--- src/pg_pkg.sv ---
/*
 * pg_pkg
 * widths, limits and lookup tables shared by the FM phase generator
 * stages. The note tables stand in for the full increment ROM.
 */
package pg_pkg;

    typedef logic [6:0]  kc_t;
    typedef logic [5:0]  kf_t;
    // octave 13..10, note 9..6, fraction 5..0
    typedef logic [13:0] kcex_t;
    typedef logic [4:0]  keycode_t;
    typedef logic [11:0] phinc_t;
    typedef logic [17:0] base_t;
    typedef logic [19:0] step_t;
    typedef logic [19:0] phase_t;
    typedef logic [9:0]  phase_out_t;
    typedef logic [3:0]  mul_t;
    // bit 2 picks subtraction
    typedef logic [2:0]  dt1_t;
    typedef logic [1:0]  dt2_t;
    typedef logic [2:0]  pms_t;
    // sign in bit 7, magnitude below
    typedef logic [7:0]  pm_t;

    // operator slots served in turn
    localparam int slots = 32;

    // ceiling on the octave-shifted increment
    localparam base_t base_limit = 18'd82976;

    // coarse detune offsets in extended key code units
    localparam kcex_t dt2_offset [4] = '{14'd0, 14'd512, 14'd628, 14'd800};
    // thresholds for the extra note step on dt2 2 and 3
    localparam logic [7:0] dt2_lim [2] = '{8'd75, 8'd95};

    // increment at fraction 0 for each note code
    // unused codes 3, 7, 11 and 15 repeat the next note
    localparam phinc_t note_base [16] = '{
        12'd1299, 12'd1376, 12'd1458, 12'd1545,
        12'd1545, 12'd1637, 12'd1734, 12'd1837,
        12'd1837, 12'd1946, 12'd2062, 12'd2185,
        12'd2185, 12'd2315, 12'd2452, 12'd2598
    };

    // rise up to the next note, scaled by fraction / 64
    localparam logic [7:0] note_slope [16] = '{
        8'd77,  8'd82,  8'd87,  8'd0,
        8'd92,  8'd97,  8'd103, 8'd0,
        8'd109, 8'd116, 8'd123, 8'd0,
        8'd130, 8'd137, 8'd146, 8'd0
    };

    // fine detune mantissa
    localparam logic [4:0] pow2_tbl [8] = '{
        5'd16, 5'd17, 5'd19, 5'd20, 5'd22, 5'd24, 5'd26, 5'd29
    };

    // largest fine detune offset per dt1 amount
    localparam logic [5:0] dt1_limit_tbl [4] = '{6'd8, 6'd8, 6'd16, 6'd22};

endpackage

--- src/pg_keycode.sv ---
/*
 * pg_keycode
 * stages I and II of the phase generator. Applies LFO phase modulation
 * with note skipping and saturation, then coarse detune (dt2). Also
 * forms the fine detune key index and the rate key code.
 */
`timescale 1ns/1ps

module pg_keycode (
    input  logic             clk,
    input  logic             rst,
    input  logic             cen,
    input  pg_pkg::kc_t      kc,
    input  pg_pkg::kf_t      kf,
    input  pg_pkg::pm_t      pm,
    input  pg_pkg::pms_t     pms,
    input  pg_pkg::dt2_t     dt2,
    input  pg_pkg::dt1_t     dt1,
    output pg_pkg::kcex_t    kcex,
    output logic [5:0]       dt1_kf,
    output pg_pkg::keycode_t keycode
);

    logic [8:0]    mod_i;
    logic [14:0]   kc_ext;
    logic [14:0]   mod_ext;
    logic [14:0]   shifted;
    logic [14:0]   skipped;
    logic [12:0]   kc_mod;
    logic [13:0]   dt2_extra;
    pg_pkg::kcex_t kcex_ii;

    // modulation depth from the sensitivity setting
    always_comb begin
        case (pms)
            3'd0:    mod_i = 9'd0;
            3'd1:    mod_i = {7'd0, pm[6:5]};
            3'd2:    mod_i = {6'd0, pm[6:4]};
            3'd3:    mod_i = {5'd0, pm[6:3]};
            3'd4:    mod_i = {4'd0, pm[6:2]};
            3'd5:    mod_i = {3'd0, pm[6:1]};
            3'd6:    mod_i = {1'b0, pm[6:0], 1'b0};
            default: mod_i = {pm[6:0], 2'b00};
        endcase
    end

    assign kc_ext  = {2'b00, kc, kf};
    assign mod_ext = {6'd0, mod_i};
    // negative pm lowers the pitch
    assign shifted = pm[7] ? kc_ext - mod_ext : kc_ext + mod_ext;

    always_comb begin
        // hop over the unused note codes in the direction of travel
        if (shifted[7:6] == 2'b11)
            skipped = pm[7] ? shifted - 15'd64 : shifted + 15'd64;
        else
            skipped = shifted;
        // bit 14 only sets on a borrow
        if (skipped[14])
            kc_mod = 13'd0;
        else if (skipped[13])
            kc_mod = 13'h1fff;
        else
            kc_mod = skipped[12:0];
    end

    always_comb begin
        if (!dt2[1])
            dt2_extra = (kc_mod[7:6] == 2'b11) ? 14'd64 : 14'd0;
        else
            dt2_extra = (kc_mod[7:0] > pg_pkg::dt2_lim[dt2[0]]) ? 14'd64 : 14'd0;
    end

    // stage I
    always_ff @(posedge clk) begin
        if (cen) begin
            kcex_ii <= {1'b0, kc_mod} + pg_pkg::dt2_offset[dt2] + dt2_extra;
        end
    end

    // fine detune index moves with the dt1 amount
    always_comb begin
        case (dt1[1:0])
            2'd1:    dt1_kf = kcex_ii[13:8] - 6'd4;
            2'd2:    dt1_kf = kcex_ii[13:8] + 6'd4;
            2'd3:    dt1_kf = kcex_ii[13:8] + 6'd8;
            default: dt1_kf = kcex_ii[13:8];
        endcase
    end

    // stage II
    always_ff @(posedge clk) begin
        if (cen) begin
            keycode <= kcex_ii[12:8];
        end
    end

    assign kcex = kcex_ii;

endmodule

--- src/pg_base.sv ---
/*
 * pg_base
 * stages III and IV. Interpolates the note increment from the base
 * table, shifts it by octave and clamps it. The fine detune controls
 * ride along so they stay aligned with the increment.
 */
`timescale 1ns/1ps

module pg_base (
    input  logic          clk,
    input  logic          rst,
    input  logic          cen,
    input  pg_pkg::kcex_t kcex,
    input  logic [5:0]    dt1_kf,
    input  pg_pkg::dt1_t  dt1,
    output pg_pkg::base_t base,
    output logic [5:0]    dt1_kf_d,
    output pg_pkg::dt1_t  dt1_d
);

    pg_pkg::kcex_t  kcex_iii;
    logic [5:0]     dt1_kf_iii;
    pg_pkg::dt1_t   dt1_iii;
    logic [3:0]     note;
    logic [13:0]    slope_prod;
    pg_pkg::phinc_t phinc;
    pg_pkg::base_t  base_iv;

    always_ff @(posedge clk) begin
        if (cen) begin
            kcex_iii   <= kcex;
            dt1_kf_iii <= dt1_kf;
            dt1_iii    <= dt1;
        end
    end

    // linear step between neighbouring notes
    assign note       = kcex_iii[9:6];
    assign slope_prod = pg_pkg::note_slope[note] * kcex_iii[5:0];
    assign phinc      = pg_pkg::note_base[note] + {4'd0, slope_prod[13:6]};

    // stage III, octave 2 is the table's own range
    always_ff @(posedge clk) begin
        if (cen) begin
            case (kcex_iii[13:10])
                4'd0:    base_iv <= {8'd0, phinc[11:2]};
                4'd1:    base_iv <= {7'd0, phinc[11:1]};
                4'd2:    base_iv <= {6'd0, phinc};
                4'd3:    base_iv <= {5'd0, phinc, 1'b0};
                4'd4:    base_iv <= {4'd0, phinc, 2'b0};
                4'd5:    base_iv <= {3'd0, phinc, 3'b0};
                4'd6:    base_iv <= {2'd0, phinc, 4'b0};
                4'd7:    base_iv <= {1'b0, phinc, 5'b0};
                4'd8:    base_iv <= {phinc, 6'b0};
                default: base_iv <= '0;
            endcase
            dt1_kf_d <= dt1_kf_iii;
            dt1_d    <= dt1_iii;
        end
    end

    // stage IV
    always_ff @(posedge clk) begin
        if (cen) begin
            base <= (base_iv > pg_pkg::base_limit) ? pg_pkg::base_limit : base_iv;
        end
    end

endmodule

--- src/pg_detune.sv ---
/*
 * pg_detune
 * stages IV to VI. Builds the limited fine detune offset from the
 * power-of-two table, applies it with its sign, then scales by the
 * frequency multiplier with mul 0 standing for one half.
 */
`timescale 1ns/1ps

module pg_detune (
    input  logic          clk,
    input  logic          rst,
    input  logic          cen,
    input  pg_pkg::base_t base,
    input  logic [5:0]    dt1_kf,
    input  pg_pkg::dt1_t  dt1,
    input  pg_pkg::mul_t  mul,
    output pg_pkg::step_t step
);

    logic [4:0]    pow2;
    logic [5:0]    dt1_limit;
    logic [5:0]    dt1_unlimited;
    logic [4:0]    dt1_offset_iv;
    logic [4:0]    dt1_offset_v;
    pg_pkg::dt1_t  dt1_v;
    pg_pkg::step_t base_vi;
    pg_pkg::step_t scaled;

    assign pow2      = pg_pkg::pow2_tbl[dt1_kf[2:0]];
    assign dt1_limit = pg_pkg::dt1_limit_tbl[dt1[1:0]];

    // upper key bits pick how much of the mantissa survives
    always_comb begin
        case (dt1_kf[5:3])
            3'd0:    dt1_unlimited = {5'd0, pow2[4]};
            3'd1:    dt1_unlimited = {4'd0, pow2[4:3]};
            3'd2:    dt1_unlimited = {3'd0, pow2[4:2]};
            3'd3:    dt1_unlimited = {2'd0, pow2[4:1]};
            3'd4:    dt1_unlimited = {1'b0, pow2};
            3'd5:    dt1_unlimited = {pow2, 1'b0};
            default: dt1_unlimited = 6'd0;
        endcase
    end

    assign dt1_offset_iv = (dt1_unlimited > dt1_limit) ? dt1_limit[4:0]
                                                       : dt1_unlimited[4:0];

    // stage IV
    always_ff @(posedge clk) begin
        if (cen) begin
            dt1_offset_v <= dt1_offset_iv;
            dt1_v        <= dt1;
        end
    end

    // stage V, amount 0 means no detune
    always_ff @(posedge clk) begin
        if (cen) begin
            if (dt1_v[1:0] == 2'd0)
                base_vi <= {2'b00, base};
            else if (!dt1_v[2])
                base_vi <= {2'b00, base} + {15'd0, dt1_offset_v};
            else
                base_vi <= {2'b00, base} - {15'd0, dt1_offset_v};
        end
    end

    // wraps at 20 bits for the largest multipliers
    assign scaled = base_vi * mul;

    // stage VI
    always_ff @(posedge clk) begin
        if (cen) begin
            if (mul == 4'd0)
                step <= {1'b0, base_vi[19:1]};
            else
                step <= scaled;
        end
    end

endmodule

--- src/pg_accum.sv ---
/*
 * pg_accum
 * stage VII. Per-slot phase accumulator whose state circulates through
 * a delay ring one slot long per entry, plus the pg_rst delay line.
 */
`timescale 1ns/1ps

module pg_accum (
    input  logic               clk,
    input  logic               rst,
    input  logic               cen,
    input  pg_pkg::step_t      step,
    input  logic               pg_rst,
    output pg_pkg::phase_out_t phase_out
);

    pg_pkg::phase_t ph_viii;
    pg_pkg::phase_t ph_vii;
    // with ph_viii this holds one phase per slot
    pg_pkg::phase_t ring [pg_pkg::slots-1];
    logic [3:0]     rst_dly;

    assign ph_vii = ring[pg_pkg::slots-2];

    always_ff @(posedge clk or posedge rst) begin
        if (rst) begin
            ph_viii <= '0;
        end else if (cen) begin
            ph_viii <= rst_dly[3] ? '0 : ph_vii + step;
        end
    end

    always_ff @(posedge clk or posedge rst) begin
        if (rst) begin
            for (int i = 0; i < pg_pkg::slots - 1; i++) begin
                ring[i] <= '0;
            end
        end else if (cen) begin
            ring[0] <= ph_viii;
            for (int i = 1; i < pg_pkg::slots - 1; i++) begin
                ring[i] <= ring[i-1];
            end
        end
    end

    // pg_rst enters at stage III and acts at stage VII
    always_ff @(posedge clk or posedge rst) begin
        if (rst) begin
            rst_dly <= '0;
        end else if (cen) begin
            rst_dly <= {rst_dly[2:0], pg_rst};
        end
    end

    assign phase_out = ph_viii[19:10];

endmodule

--- src/pg_top.sv ---
/*
 * pg_top
 * phase generator for a four-operator FM synthesizer. Serves 32
 * operator slots in turn, one per cen strobe, and returns the top
 * phase bits plus the rate key code for each slot.
 */
`timescale 1ns/1ps

module pg_top (
    input  logic               clk,
    input  logic               rst,
    input  logic               cen,
    input  pg_pkg::kc_t        kc,
    input  pg_pkg::kf_t        kf,
    input  pg_pkg::pm_t        pm,
    input  pg_pkg::pms_t       pms,
    input  pg_pkg::dt2_t       dt2,
    input  pg_pkg::dt1_t       dt1,
    input  pg_pkg::mul_t       mul,
    input  logic               pg_rst,
    output pg_pkg::keycode_t   keycode,
    output pg_pkg::phase_out_t phase_out
);

    pg_pkg::kcex_t kcex;
    logic [5:0]    dt1_kf;
    pg_pkg::base_t base;
    logic [5:0]    dt1_kf_d;
    pg_pkg::dt1_t  dt1_d;
    pg_pkg::step_t step;

    pg_keycode pg_keycode_inst (
        .clk     (clk),
        .rst     (rst),
        .cen     (cen),
        .kc      (kc),
        .kf      (kf),
        .pm      (pm),
        .pms     (pms),
        .dt2     (dt2),
        .dt1     (dt1),
        .kcex    (kcex),
        .dt1_kf  (dt1_kf),
        .keycode (keycode)
    );

    pg_base pg_base_inst (
        .clk      (clk),
        .rst      (rst),
        .cen      (cen),
        .kcex     (kcex),
        .dt1_kf   (dt1_kf),
        .dt1      (dt1),
        .base     (base),
        .dt1_kf_d (dt1_kf_d),
        .dt1_d    (dt1_d)
    );

    pg_detune pg_detune_inst (
        .clk    (clk),
        .rst    (rst),
        .cen    (cen),
        .base   (base),
        .dt1_kf (dt1_kf_d),
        .dt1    (dt1_d),
        .mul    (mul),
        .step   (step)
    );

    pg_accum pg_accum_inst (
        .clk       (clk),
        .rst       (rst),
        .cen       (cen),
        .step      (step),
        .pg_rst    (pg_rst),
        .phase_out (phase_out)
    );

endmodule

--- config.mk ---
export PLATFORM = sky130hd
export DESIGN_NAME = pg_top
export DESIGN_NICKNAME = d
export VERILOG_FILES = /design/src/pg_pkg.sv /design/src/pg_keycode.sv /design/src/pg_base.sv /design/src/pg_detune.sv /design/src/pg_accum.sv /design/src/pg_top.sv
export SDC_FILE = /design/constraint.sdc
export NUM_CORES = 2
export LEC_CHECK = 0
export ABC_AREA = 1
export ABC_CLOCK_PERIOD_IN_PS = 37400
export BUFFER_PORTS_ARGS = -buffer_cell sky130_fd_sc_hd__buf_2
export CORE_ASPECT_RATIO = 0.8
export CORE_MARGIN = 4
export CORE_UTILIZATION = 41
export CTS_CLUSTER_SIZE = 24
export DETAILED_ROUTE_END_ITERATION = 7
export GPL_ROUTABILITY_DRIVEN = 1
export PLACE_DENSITY_LB_ADDON = 0.2
export SETUP_SLACK_MARGIN = 0.15
export SLEW_MARGIN = 20
export SYNTH_ARGS = -nofsm -noshare
export SYNTH_HDL_FRONTEND = slang
export SYNTH_HIERARCHICAL = 1
export SYNTH_SLANG_ARGS = --single-unit
export TNS_END_PERCENT = 50
--- constraint.sdc ---
create_clock -name clk -period 37.4 [get_ports clk]
set_input_delay 0 -clock clk [delete_from_list [all_inputs] [get_ports clk]]
set_output_delay 0 -clock clk [all_outputs]
set_load 0.05 [all_outputs]
==> impl_metrics.py <==
metrics = {
    "clocking": {
        "cts_setup_buffers": 0,
        "cts_num_sinks": 779,
        "htreeDepth": 3,
        "clock_path_buffers": 3,
        "insertion_delay_ns": 0.64,
        "path_clk_slew_ns": 0.06,
        "cts_root_buf": "clkbuf_16",
        "cts.repair.resized": 0,
        "numCtsBuffers": 80,
        "cts_tree": "built",
    },
    "sta": {
        "fin_setup_tns_ns": 0,
        "max-slew-margin-rel_pct": 31.3,
        "period_minus_slack_ns": 6.31,
        "finalClockSkew_ns": 0.0494,
        "setup_viol": 0,
        "hold_ws_ns": 0.0313,
        "post-route-period-util_pct": 16.9,
        "tightest_slew_ns": 1.03,
        "worst_slack_ns": 31.09,
        "rsz0062_at_grt": "no",
        "finalHoldViolations": 0,
        "fmax_mhz": 159,
        "drv_slew": 0,
    },
    "synth": {
        "ys_types": 61,
        "synth-async-reset-ratio_pct": 82.7,
        "synth_seq_cells": 779,
        "synthMuxAreaShare_pct": 0.0254,
        "yosysTopAreaCell": "dfrtp_1",
        "post-synth-top-count-cell": "nand2_1",
        "yosys.area_share.simple_pct": 19.1,
        "synthXorXnorAreaFrac_pct": 0.959,
        "post_synth_fa_ha_maj_area_fraction_pct": 7.54,
        "synth_area_leaders": "dfrtp_1 41%, nand2_1 12%, edfxtp_1 10%",
        "synthesis.nets": 4862,
        "syn_area_sq_mm": 0.0394,
        "synth_edf_count": 135,
        "synth_commonest_cells": "1304 x nand2_1, 724 x inv_1, 644 x dfrtp_1",
        "synth_top_family_by_area": "simple AND/OR/NAND/NOR gates",
        "yosysWarnings": 6,
        "synth_compound_area_share_pct": 11.5,
        "syn_inst": 4627,
        "yosysSeqAreaShare_pct": 51.2,
        "synth_top_area_share_pct": 40.9,
        "avgSynthCellArea_sq_um": 8.52,
        "synthFlopType": "dfrtp_1",
    },
    "global_route": {
        "grt_max_degree": 223,
        "grt_pass1_wl_mm": 138,
        "antenna_found_initial": 0,
        "overflow": 0,
        "first_global_vias": 27510,
        "track_usage_pct": 16.1,
    },
    "floorplan": {
        "io_pins": 52,
        "start_util_pct": 41.4,
        "rows": 101,
        "die_h_um": 285,
        "die_area_sq_mm": 0.101,
        "fp.dieW_um": 355,
        "core_region_area_sq_mm": 0.0952,
    },
    "critical_path": {
        "critPathMaxStageDelay_ns": 0.47,
        "crit_arrival_ns": 6.69,
        "start_kind": "input port",
        "slowest_stage": "fa_1",
        "r2r_cells": 29,
        "worstSetupPathType": "input port to flop",
        "crit_fanout": 10,
        "cpMostUsedCell": "inv_1",
        "cp.required_ns": 37.78,
        "critPathCaptureType": "flop",
    },
    "hold_path": {
        "holdPathStages": 4,
        "hp-class": "input port to flop",
    },
    "placement": {
        "dp_worst_setup_slack_ns": 30.44,
        "place_inst": 5795,
        "gp_congestion": 0.853,
        "dp_hpwl_mm": 53.8,
        "io_buffers": 51,
        "postPlaceCellArea_sq_mm": 0.0404,
    },
    "drt": {
        "wirelength_mm": 80.4,
        "vias": 28407,
        "vias_per_cell": 4.78,
        "drc": 0,
        "wire_per_inst_um": 13.5,
        "firstDrtPassIters": 6,
        "dr.first_iter.drc_count": 2484,
        "postRouteAntennaNets": 0,
    },
    "final_layout": {
        "fillCellCount": 9380,
        "n_antenna_cell": 0,
        "fin_cells": 5948,
        "fin_area_sq_mm": 0.0433,
        "drive_gt1_share_pct": 6.48,
        "fin_nets": 4832,
        "synthToLayoutAreaGrowth_pct": 10.0,
    },
    "run_status": {
        "status": "complete, no violations",
    },
    "pwr": {
        "p_leak_uw": 0.0210,
        "ir_drop_uv": 126,
        "power_density_mw_per_mm2": 81.1,
    },
    "job": {
        "cap_violations": 0,
    },
}
-- stage by stage --
| step | power [uW] | utilization, % |
|---|---|---|
| 2_1_floorplan | 2340 | - |
| 3_3_place_gp | 2660 | 42.5 |
| 3_5_place_dp | 2680 | 42.5 |
| 4_1_cts | 3540 | 45.6 |
| 5_1_grt | 3820 | 45.6 |
| 6_report | 3510 | 45.6 |
-- layer usage --
metal | part of all wire (%) | GRT usage (%) | vias up
met4 | 1.8 | 3.89 | 0
met2 | 43 | 24.3 | 393
met1 | 52 | 24.5 | 13407
met3 | 3.2 | 2.19 | 89
li1 | - | - | 14518
met5 | 0 | 0 | -
-- cells in the final DEF, fill, tap and decap left out, drive strengths merged, types with 3 or more instances in the layout --
cell         netlist  final
nor2             217    217
nand3b            17     17
o2111ai            7      7
dfrtp            644    644
o21bai             5      5
o21ai            684    684
dlygate4sd3        0      7
o22ai             19     19
or2                7      7
clkinv             4     17
o211ai             9      9
edfxtp           135    135
bufinv             0      6
clkbuf            73    123
a31oi              7      7
o21a               5      5
a211oi             3      3
xnor2              7      7
nand3            166    166
inv              738    741
a21oi            102    102
nand4             30     30
nand2           1342   1342
nor3              28     28
ha               132    132
xor2              34     34
a22oi              4      4
and2               4      4
buf              115     69
a221oi             3      3
nor4               6      6
fa                66     66
-- critical path: cells and delay by family --
family	cells	cell delay [ns]
AOI/OAI and AO/OA	13	2.17
buffers and inverters	10	1.02
and+or+nand+nor	13	1.48
xor gates and xnor gates	1	0.16
adders and majority gates	5	1.84
-- what timing repair did --
action / CTS / global route
endpoints found under the setup margin: 0 / 0
hold endpoints to repair: 181 / 0
hold buffers: 7 / 0
-- registers in the layout, summed over array words and instances, names as in the netlist, 6 cells and up --
register,cells
pg_accum_inst/ring,600
pg_keycode_inst/kcex,14
pg_accum_inst/ph_viii,20
pg_detune_inst/step,20
pg_base_inst/base,18
pg_base_inst/kcex_iii,14
pg_base_inst/dt1_kf_d,6
pg_base_inst/dt1_kf_iii,6
pg_detune_inst/base_vi,20
pg_accum_inst/ph_vii,20
pg_base_inst/base_iv,18
-- path summary, 6_finish.rpt --
check	startpoint	endpoint	slack [ns]
max in group asynchronous	rst	pg_accum_inst/ring[335]	34.30
setup / recovery	pms[0]	pg_keycode_inst/kcex[12]	31.09
hold / removal	kf[0]	pg_keycode_inst/kcex[0]	0.03
setup reg to reg	pg_base_inst/kcex_iii[6]	pg_base_inst/base_iv[8]	31.19
min in group asynchronous	rst	pg_accum_inst/ring[339]	0.05
hold reg to reg	pg_base_inst/dt1_kf_iii[5]	pg_base_inst/dt1_kf_d[5]	0.41
-- power breakdown --
group / internal (uW) / switching [uW] / total [uW]
Sequential: 1080 / 96.8 / 1170
Clock: 501 / 340 / 841
Combinational: 482 / 1020 / 1500
Total: 2060 / 1450 / 3510
-- cell type report --
| type | instances | area, sq um | share of cell area [%] |
|---|---|---|---|
| flip-flops and latches | 779 | 20200 | 46.5 |
| multi-input cells | 2918 | 15400 | 35.5 |
| inverters | 742 | 2800 | 6.46 |
| clock buffers | 123 | 2460 | 5.68 |
| well taps | 1287 | 1610 | 3.71 |
| repair buffers | 76 | 512 | 1.18 |
| clock inverters | 23 | 402 | 0.927 |
-- cells by family after synthesis --
family,Yosys count
AND/OR/NAND/NOR,1820
other,1
adder cells (fa/ha/maj),198
buffers and inverters,930
multiplexers,1
flip-flops,779
XOR/XNOR,41
AO/OA/AOI/OAI,857
(Power assumes the default switching activity.)
